[config.mk]
export PLATFORM = sky130hd
export DESIGN_NAME = rename_stage
export DESIGN_NICKNAME = d
export VERILOG_FILES = /design/src/source/rename_pkg.sv /design/src/source/rename_classify.sv /design/src/source/register_alias_table.sv /design/src/source/free_list.sv /design/src/source/rename_stage.sv
export SDC_FILE = /design/constraint.sdc
export NUM_CORES = 2
export LEC_CHECK = 0
export ABC_AREA = 1
export BUFFER_PORTS_ARGS = -buffer_cell sky130_fd_sc_hd__buf_2
export CAP_MARGIN = 10
export CELL_PAD_IN_SITES_DETAIL_PLACEMENT = 1
export CELL_PAD_IN_SITES_GLOBAL_PLACEMENT = 1
export CORE_UTILIZATION = 30
export CTS_CLUSTER_SIZE = 25
export DETAILED_ROUTE_END_ITERATION = 10
export PLACE_DENSITY = 0.58
export REMOVE_ABC_BUFFERS = 1
export SYNTH_ARGS = -nofsm -noshare
export SYNTH_HDL_FRONTEND = slang
export SYNTH_SLANG_ARGS = --single-unit
[constraint.sdc]
create_clock -name clk -period 17.3 [get_ports clk]
set_input_delay 4.325 -clock clk [delete_from_list [all_inputs] [get_ports clk]]
set_output_delay 4.325 -clock clk [all_outputs]
set_load 0.02 [all_outputs]
[src/source/rename_pkg.sv]
package rename_pkg;

    localparam int arch_regs        = 32;
    localparam int phys_regs        = 64;
    localparam int checkpoint_pages = 8;

    localparam int logical_w = $clog2(arch_regs);
    localparam int tag_w     = $clog2(phys_regs);
    localparam int page_w    = $clog2(checkpoint_pages);

    typedef logic [logical_w-1:0] logical_idx_t;
    typedef logic [tag_w-1:0]     phys_tag_t;
    typedef logic [page_w-1:0]    page_idx_t;
    typedef logic [tag_w:0]       free_ptr_t;   // extra bit tells full from empty
    typedef logic [6:0]           opcode_t;

    typedef phys_tag_t [arch_regs-1:0] alias_map_t;

    localparam opcode_t op_lui    = 7'b0110111; // no sources
    localparam opcode_t op_auipc  = 7'b0010111;
    localparam opcode_t op_jal    = 7'b1101111;
    localparam opcode_t op_jalr   = 7'b1100111; // rs1 only
    localparam opcode_t op_load   = 7'b0000011;
    localparam opcode_t op_imm    = 7'b0010011;
    localparam opcode_t op_branch = 7'b1100011; // no destination
    localparam opcode_t op_store  = 7'b0100011;

    typedef union packed {
        struct packed {
            logic [6:0]   funct7;
            logical_idx_t rs2;
            logical_idx_t rs1;
            logic [2:0]   funct3;
            logical_idx_t rd;
            opcode_t      opcode;
        } reg_view;
        struct packed {
            logic [19:0]  imm20;
            logical_idx_t rd;
            opcode_t      opcode;
        } upper_view;
    } instr_u;

    typedef struct packed {
        logic   valid;
        instr_u instr;
    } rename_req_t;

    typedef struct packed {
        logic      valid;
        logic      src1_used;
        phys_tag_t src1_tag;
        logic      src2_used;
        phys_tag_t src2_tag;
        logic      rd_write;
        phys_tag_t rd_tag;
        phys_tag_t old_tag;      // released later at commit
    } rename_rsp_t;

    typedef struct packed {
        logic      save;
        logic      restore;
        page_idx_t save_page;
        page_idx_t restore_page;
    } checkpoint_t;

endpackage

[src/source/rename_classify.sv]
`timescale 1ns/1ps

module rename_classify import rename_pkg::*; (
    input  instr_u instr,
    output logic   uses_rs1,
    output logic   uses_rs2,
    output logic   writes_rd
);

    opcode_t opcode;
    logic    u_type;
    logic    no_dest;
    logic    rd_is_x0;

    assign opcode = instr.reg_view.opcode;

    // lui and auipc hold imm20 where the source fields would sit
    assign u_type = (instr.upper_view.opcode == op_lui) ||
                    (instr.upper_view.opcode == op_auipc);

    always_comb begin
        uses_rs1 = 1'b1;                          // r-type and default
        uses_rs2 = 1'b1;
        if (u_type || (opcode == op_jal)) begin
            uses_rs1 = 1'b0;                      // no register sources
            uses_rs2 = 1'b0;
        end else if (opcode inside {op_jalr, op_load, op_imm}) begin
            uses_rs2 = 1'b0;                      // immediate replaces rs2
        end
    end

    assign no_dest  = (opcode == op_branch) || (opcode == op_store);
    assign rd_is_x0 = (instr.upper_view.rd == '0); // same bits in both views

    // x0 keeps its reset mapping for good
    assign writes_rd = !no_dest && !rd_is_x0;

endmodule

[src/source/register_alias_table.sv]
`timescale 1ns/1ps

module register_alias_table import rename_pkg::*; (
    input  logic        clk,
    input  logic        reset,
    input  rename_req_t req,
    input  logic        uses_rs1,
    input  logic        uses_rs2,
    input  logic        writes_rd,
    input  checkpoint_t ckpt,
    input  phys_tag_t   head_tag,
    input  logic        empty,
    output logic        alloc,
    output rename_rsp_t rsp
);

    alias_map_t   map_q;
    alias_map_t   map_next;
    alias_map_t   reset_map;
    alias_map_t   page_q [checkpoint_pages];
    logical_idx_t rs1;
    logical_idx_t rs2;
    logical_idx_t rd;

    assign rs1 = req.instr.reg_view.rs1;
    assign rs2 = req.instr.reg_view.rs2;
    assign rd  = req.instr.reg_view.rd;

    assign alloc = req.valid && writes_rd;       // pop strobe to the free list

    // identity map, logical i on physical i
    always_comb begin
        for (int i = 0; i < arch_regs; i++) begin
            reset_map[i] = phys_tag_t'(i);
        end
    end

    // table after this cycle's remap
    always_comb begin
        map_next = map_q;
        if (alloc) begin
            map_next[rd] = head_tag;
        end
    end

    always_ff @(posedge clk) begin
        if (reset) begin
            map_q <= reset_map;
        end else if (ckpt.restore) begin
            map_q <= page_q[ckpt.restore_page]; // seen by next cycle's lookups
        end else begin
            map_q <= map_next;
        end
    end

    // a save includes the rename of the same cycle
    always_ff @(posedge clk) begin
        if (reset) begin
            for (int p = 0; p < checkpoint_pages; p++) begin
                page_q[p] <= reset_map;
            end
        end else if (ckpt.save) begin
            page_q[ckpt.save_page] <= map_next;
        end
    end

    // response one cycle after the request, sources read before the remap
    always_ff @(posedge clk) begin
        if (reset) begin
            rsp.valid <= 1'b0;
        end else begin
            rsp.valid <= req.valid;
        end
        rsp.src1_used <= uses_rs1;
        rsp.src1_tag  <= uses_rs1 ? map_q[rs1] : '0;
        rsp.src2_used <= uses_rs2;
        rsp.src2_tag  <= uses_rs2 ? map_q[rs2] : '0;
        rsp.rd_write  <= writes_rd;
        rsp.rd_tag    <= writes_rd ? head_tag : '0;
        rsp.old_tag   <= writes_rd ? map_q[rd] : '0;  // freed when this one commits
    end

    // rollback never shares a cycle with a rename or a save
    restore_alone: assert property (
        @(posedge clk) disable iff (reset)
        ckpt.restore |-> !req.valid && !ckpt.save
    ) else $error("restore overlaps a request or a save");

    // sender must hold tag-needing requests while the free list is dry
    no_alloc_when_empty: assert property (
        @(posedge clk) disable iff (reset)
        alloc |-> !empty
    ) else $error("tag allocated from an empty free list");

endmodule

[src/source/free_list.sv]
`timescale 1ns/1ps

module free_list import rename_pkg::*; (
    input  logic        clk,
    input  logic        reset,
    input  logic        alloc,
    input  checkpoint_t ckpt,
    input  logic        commit_valid,
    input  phys_tag_t   commit_tag,
    output phys_tag_t   head_tag,
    output logic        empty
);

    phys_tag_t queue_q [phys_regs];
    free_ptr_t saved_q [checkpoint_pages];
    free_ptr_t rd_ptr_q;
    free_ptr_t rd_ptr_next;
    free_ptr_t wr_ptr_q;
    logic      full;

    assign rd_ptr_next = alloc ? rd_ptr_q + free_ptr_t'(1) : rd_ptr_q;

    assign empty = (rd_ptr_q == wr_ptr_q);
    assign full  = (rd_ptr_q[tag_w-1:0] == wr_ptr_q[tag_w-1:0]) &&
                   (rd_ptr_q[tag_w] != wr_ptr_q[tag_w]);

    assign head_tag = queue_q[rd_ptr_q[tag_w-1:0]];   // next tag handed out

    // upper half of the tags starts free, in ascending order
    always_ff @(posedge clk) begin
        if (reset) begin
            for (int i = 0; i < phys_regs; i++) begin
                queue_q[i] <= phys_tag_t'(i + arch_regs);
            end
        end else if (commit_valid) begin
            queue_q[wr_ptr_q[tag_w-1:0]] <= commit_tag;  // push at tail
        end
    end

    always_ff @(posedge clk) begin
        if (reset) begin
            rd_ptr_q <= '0;
            wr_ptr_q <= free_ptr_t'(phys_regs - arch_regs);
        end else begin
            if (ckpt.restore) begin
                rd_ptr_q <= saved_q[ckpt.restore_page];  // rewind head
            end else begin
                rd_ptr_q <= rd_ptr_next;
            end
            if (commit_valid) begin
                wr_ptr_q <= wr_ptr_q + free_ptr_t'(1);
            end
        end
    end

    // saved head is taken after this cycle's pop
    always_ff @(posedge clk) begin
        if (reset) begin
            for (int p = 0; p < checkpoint_pages; p++) begin
                saved_q[p] <= '0;
            end
        end else if (ckpt.save) begin
            saved_q[ckpt.save_page] <= rd_ptr_next;
        end
    end

    // only tags taken from this list ever come back
    no_commit_overflow: assert property (
        @(posedge clk) disable iff (reset)
        commit_valid |-> !full
    ) else $error("commit pushed into a full free list");

endmodule

[src/source/rename_stage.sv]
`timescale 1ns/1ps

module rename_stage import rename_pkg::*; (
    input  logic        clk,
    input  logic        reset,
    input  rename_req_t req,
    input  checkpoint_t ckpt,
    input  logic        commit_valid,
    input  phys_tag_t   commit_tag,
    output rename_rsp_t rsp,
    output logic        free_empty
);

    logic      uses_rs1;
    logic      uses_rs2;
    logic      writes_rd;
    logic      alloc;
    phys_tag_t head_tag;

    // opcode groups to source and destination flags
    rename_classify u_classify (
        .instr     (req.instr),
        .uses_rs1  (uses_rs1),
        .uses_rs2  (uses_rs2),
        .writes_rd (writes_rd)
    );

    register_alias_table u_rat (
        .clk       (clk),
        .reset     (reset),
        .req       (req),
        .uses_rs1  (uses_rs1),
        .uses_rs2  (uses_rs2),
        .writes_rd (writes_rd),
        .ckpt      (ckpt),
        .head_tag  (head_tag),
        .empty     (free_empty),
        .alloc     (alloc),
        .rsp       (rsp)
    );

    // head tag every cycle, popped on alloc
    free_list u_free_list (
        .clk          (clk),
        .reset        (reset),
        .alloc        (alloc),
        .ckpt         (ckpt),
        .commit_valid (commit_valid),
        .commit_tag   (commit_tag),
        .head_tag     (head_tag),
        .empty        (free_empty)
    );

endmodule

==> results list <==
* Post-DRT Antenna Nets: 0
* Mapped cell area: 102000 sq um
- Nature of the critical path startpoint: input port
- The first TritonRoute pass finished after 5 iterations.
* NumNets Final: 10500
* Detailed-route via count: 83670
* Slew Viols, Final: 0
* Element type at the critical path end: flip-flop
- Share of post-route cells with drive strength above 1: 8.374%
- In this run, distinct cell masters in the synthesized netlist total 42.
- Based on the critical path, the design can be clocked at up to ~0.13 GHz.
- The tool flagged a number of max-cap violations equal to 0.
- The layout has between 30000 and 40000 filler cells.
- Clock latency on the worst-skew pair: between 0.9 and 1 ns
* Count of clock tree sinks: 2210
- Dividing the synthesized area by the synthesized cell count gives 9.470 sq um.
- Buffer type at the clock tree root: sky130_fd_sc_hd__clkbuf_16
* Clock period minus final worst setup slack: 7.907 ns
- Crit-path max FO: 47
- The library cell used most frequently in the layout, excluding fill and tap cells, is sky130_fd_sc_hd__nor2_1.
- Sum of net half-perimeters after detailed placement: about 240000 microns
- In the synthesized netlist, the number of instances is ~11000.
- The die covers roughly 340000 sq um.
* Cell depth of the worst min-delay path: 2
- Total global routing overflow: 0
* TritonCTS clock tree: built
- In this run the cell area measured after placement is 106300 sq um.
* Number of antenna violations at the first check in global routing: 32
- Hold Slack: 0.5577 ns
* Global-route wire length before repair: 606500 microns
* I/O Buffers: 68
- Setup violations, final: 0
- Entering global routing, the biggest net connects 173 pins.
- Starting utilization of the core area: 30.23%
- Clock-pin slew was measured on the worst setup and hold paths at 0.06 ns.
- Data on the critical path is required at its endpoint by 17.80 ns.
* Max-slew headroom at the worst pin: between 10% and 20%
- Setup repair after global routing left no endpoint under its margin.
* Iteration-0 DRC Markers: 8624
- Clock skew after layout: approximately 0.073 ns
- Fin area: 114800 sq um
* DRC violations left: 0
- During I/O placement, the number of pins put on the boundary was 79.
- Number of cells traversed by the worst register-to-register path: 16
- Standby leakage power: 38.44 nW
* Total wire length: 422900 microns
* Fin crit share: ~46%
- In this run the number of H-tree levels came out at 5.
* Mean routed wirelength per cell: around 28 microns
- In the global route stage, overall resource usage came out at 24.14%.
- Once the clock tree was built, the setup fixing pass inserted 0 buffers.
- Flip-flop and latch count after synthesis: ~2200
- Total of warnings raised by yosys: 0
* Detailed-route vias per instance: 5.508
* Start-to-end type of the worst setup path: in2reg
- Core Region: 337400 sq um
- Hold violation count in the final report: 0
- After clock tree synthesis, the flow added hold-fix buffers numbering 0.
- After synthesis, flip-flops and latches occupy 62.78% of the total area.
- Maximum resistive drop on vdd: 0.00006907 V
* Hold/Removal Path Class: reg2reg
* Row count: between 200 and 250
* Area Overhead vs Synth: 12.60%
* Via count of the first global-routing pass: 85490
* Most area-consuming cells after synthesis: sky130_fd_sc_hd__edfxtp_1 (58%), sky130_fd_sc_hd__nor2_1 (7.9%), sky130_fd_sc_hd__nand2_1 (7.5%)
- PD cells: 113.2 nW/um^2
* Leading cell types in the layout, fill and taps excluded: sky130_fd_sc_hd__nor2_1 (2120), sky130_fd_sc_hd__nand2_1 (2015), sky130_fd_sc_hd__edfxtp_1 (1976)
- Die W: between 500 and 600 microns
- Share of Yosys cell area claimed by the top area cell type: between 50% and 60%
* Number of gates resized after CTS: 0
- Most area-hungry cell type in the Yosys netlist: sky130_fd_sc_hd__edfxtp_1
* Outcome: completed
- From bottom edge to top edge, the die measures 585.1 microns.
- The congestion estimate from routability-driven global placement came to 0.9347.
- At the pin with the least slew margin, the transition time is approximately 1.3 ns.
- Adding up every negative setup slack in the final design gives 0 ns.
* CP Data Arrival Time: 8.41 ns
* Inserted Clock Buffers: around 270
* Buffer depth of the longest clock path: 4
## path summary, 6_finish.rpt
kind                            from                 endpoint  slack [ns]
max reg2reg  u_free_list.rd_ptr_q[0]      u_rat.page_q[6][57]       12.24
min reg2reg  u_free_list.wr_ptr_q[6]  u_free_list.wr_ptr_q[6]        0.56
min          u_free_list.wr_ptr_q[6]  u_free_list.wr_ptr_q[6]        0.56
max                            reset       u_rat.page_q[3][8]        9.39
## through the flow
step                power [W]  setup WS, ns  utilization (%)  cells
global placement     0.007491         8.511            31.52  14700
CTS                   0.01307         9.406            34.03  15180
floorplan            0.006851        -1.954                -   9962
global route          0.01335         9.305            34.03  15190
detailed placement   0.007514         8.470            31.52  14700
finish                0.01300         9.393            34.04  15190
## final cells by class
type | count | area, sq um | area share [%]
flip-flops and latches | 2210 | 64030 | 55.76
multi-input cells | 7223 | 32920 | 28.66
clock buffers | 398 | 7644 | 6.656
well taps | 4515 | 5649 | 4.919
inverters | 529 | 2086 | 1.816
repair buffers | 218 | 1662 | 1.447
clock inverters | 86 | 818.3 | 0.7126
diodes | 13 | 32.53 | 0.02833
## critical path, cell delays in order
cell                      delay, ns
sky130_fd_sc_hd__buf_2         0.25
sky130_fd_sc_hd__inv_8         0.32
sky130_fd_sc_hd__nand3_1       0.45
sky130_fd_sc_hd__nor2_4        0.29
sky130_fd_sc_hd__inv_6         0.18
sky130_fd_sc_hd__nand2_4       0.65
sky130_fd_sc_hd__buf_4         0.80
sky130_fd_sc_hd__buf_4         0.89
## sequential cells by signal, summed over array words and instances, names as in the netlist
name	cells
u_free_list.saved_q	56
u_rat.rsp	28
u_free_list.rd_ptr_q	7
u_rat.map_q	192
u_free_list.wr_ptr_q	7
u_free_list.queue_q	384
u_rat.page_q	1536
## where the power goes
group          switching [W]  internal, W  total, W  leakage [nW]
registers          0.0000898      0.00597   0.00606          19.6
logic                0.00110     0.000270   0.00137          14.7
clock network        0.00235      0.00322   0.00557          4.11
## Yosys cell counts, drive strengths merged
master	number
nand2	2168
nor2	2164
edfxtp	1976
o21ai	1051
nand3	851
clkbuf	635
inv	523
a21oi	333
o22ai	265
dfxtp	234
o221ai	181
buf	172
or2	48
a22oi	46
o211ai	38
nor3	26
a31oi	12
nand4	12
xor2	8
clkinv	6
o21a	5
xnor2	5
a221oi	3
and3	2
ha	2
nor4	2
nor3b	1
## kinds of logic (layout without fill, tap and decap cells)
kind of cell / Yosys count / after routing / synth area share [%]
fa+ha+maj: 2 / 2 / 0.02453
compound gates: 1934 / 1934 / 10.73
buf+inv: 1336 / 1231 / 5.109
flops: 2210 / 2210 / 62.78
simple gates: 5274 / 5274 / 21.25
other cells: 0 / 13 / 0
xor+xnor: 13 / 13 / 0.1116
## per-layer routing
layer | wire length [microns] | global-route usage [%] | up-vias
met2 | 195200 | 39.41 | 3361
met3 | 31710 | 3.698 | 809
met4 | 18760 | 9.799 | 6
li1 | - | - | 36290
met5 | 36 | 0 | -
met1 | 177200 | 31.98 | 43210
No activity file was read; power rests on OpenSTA's default activity.
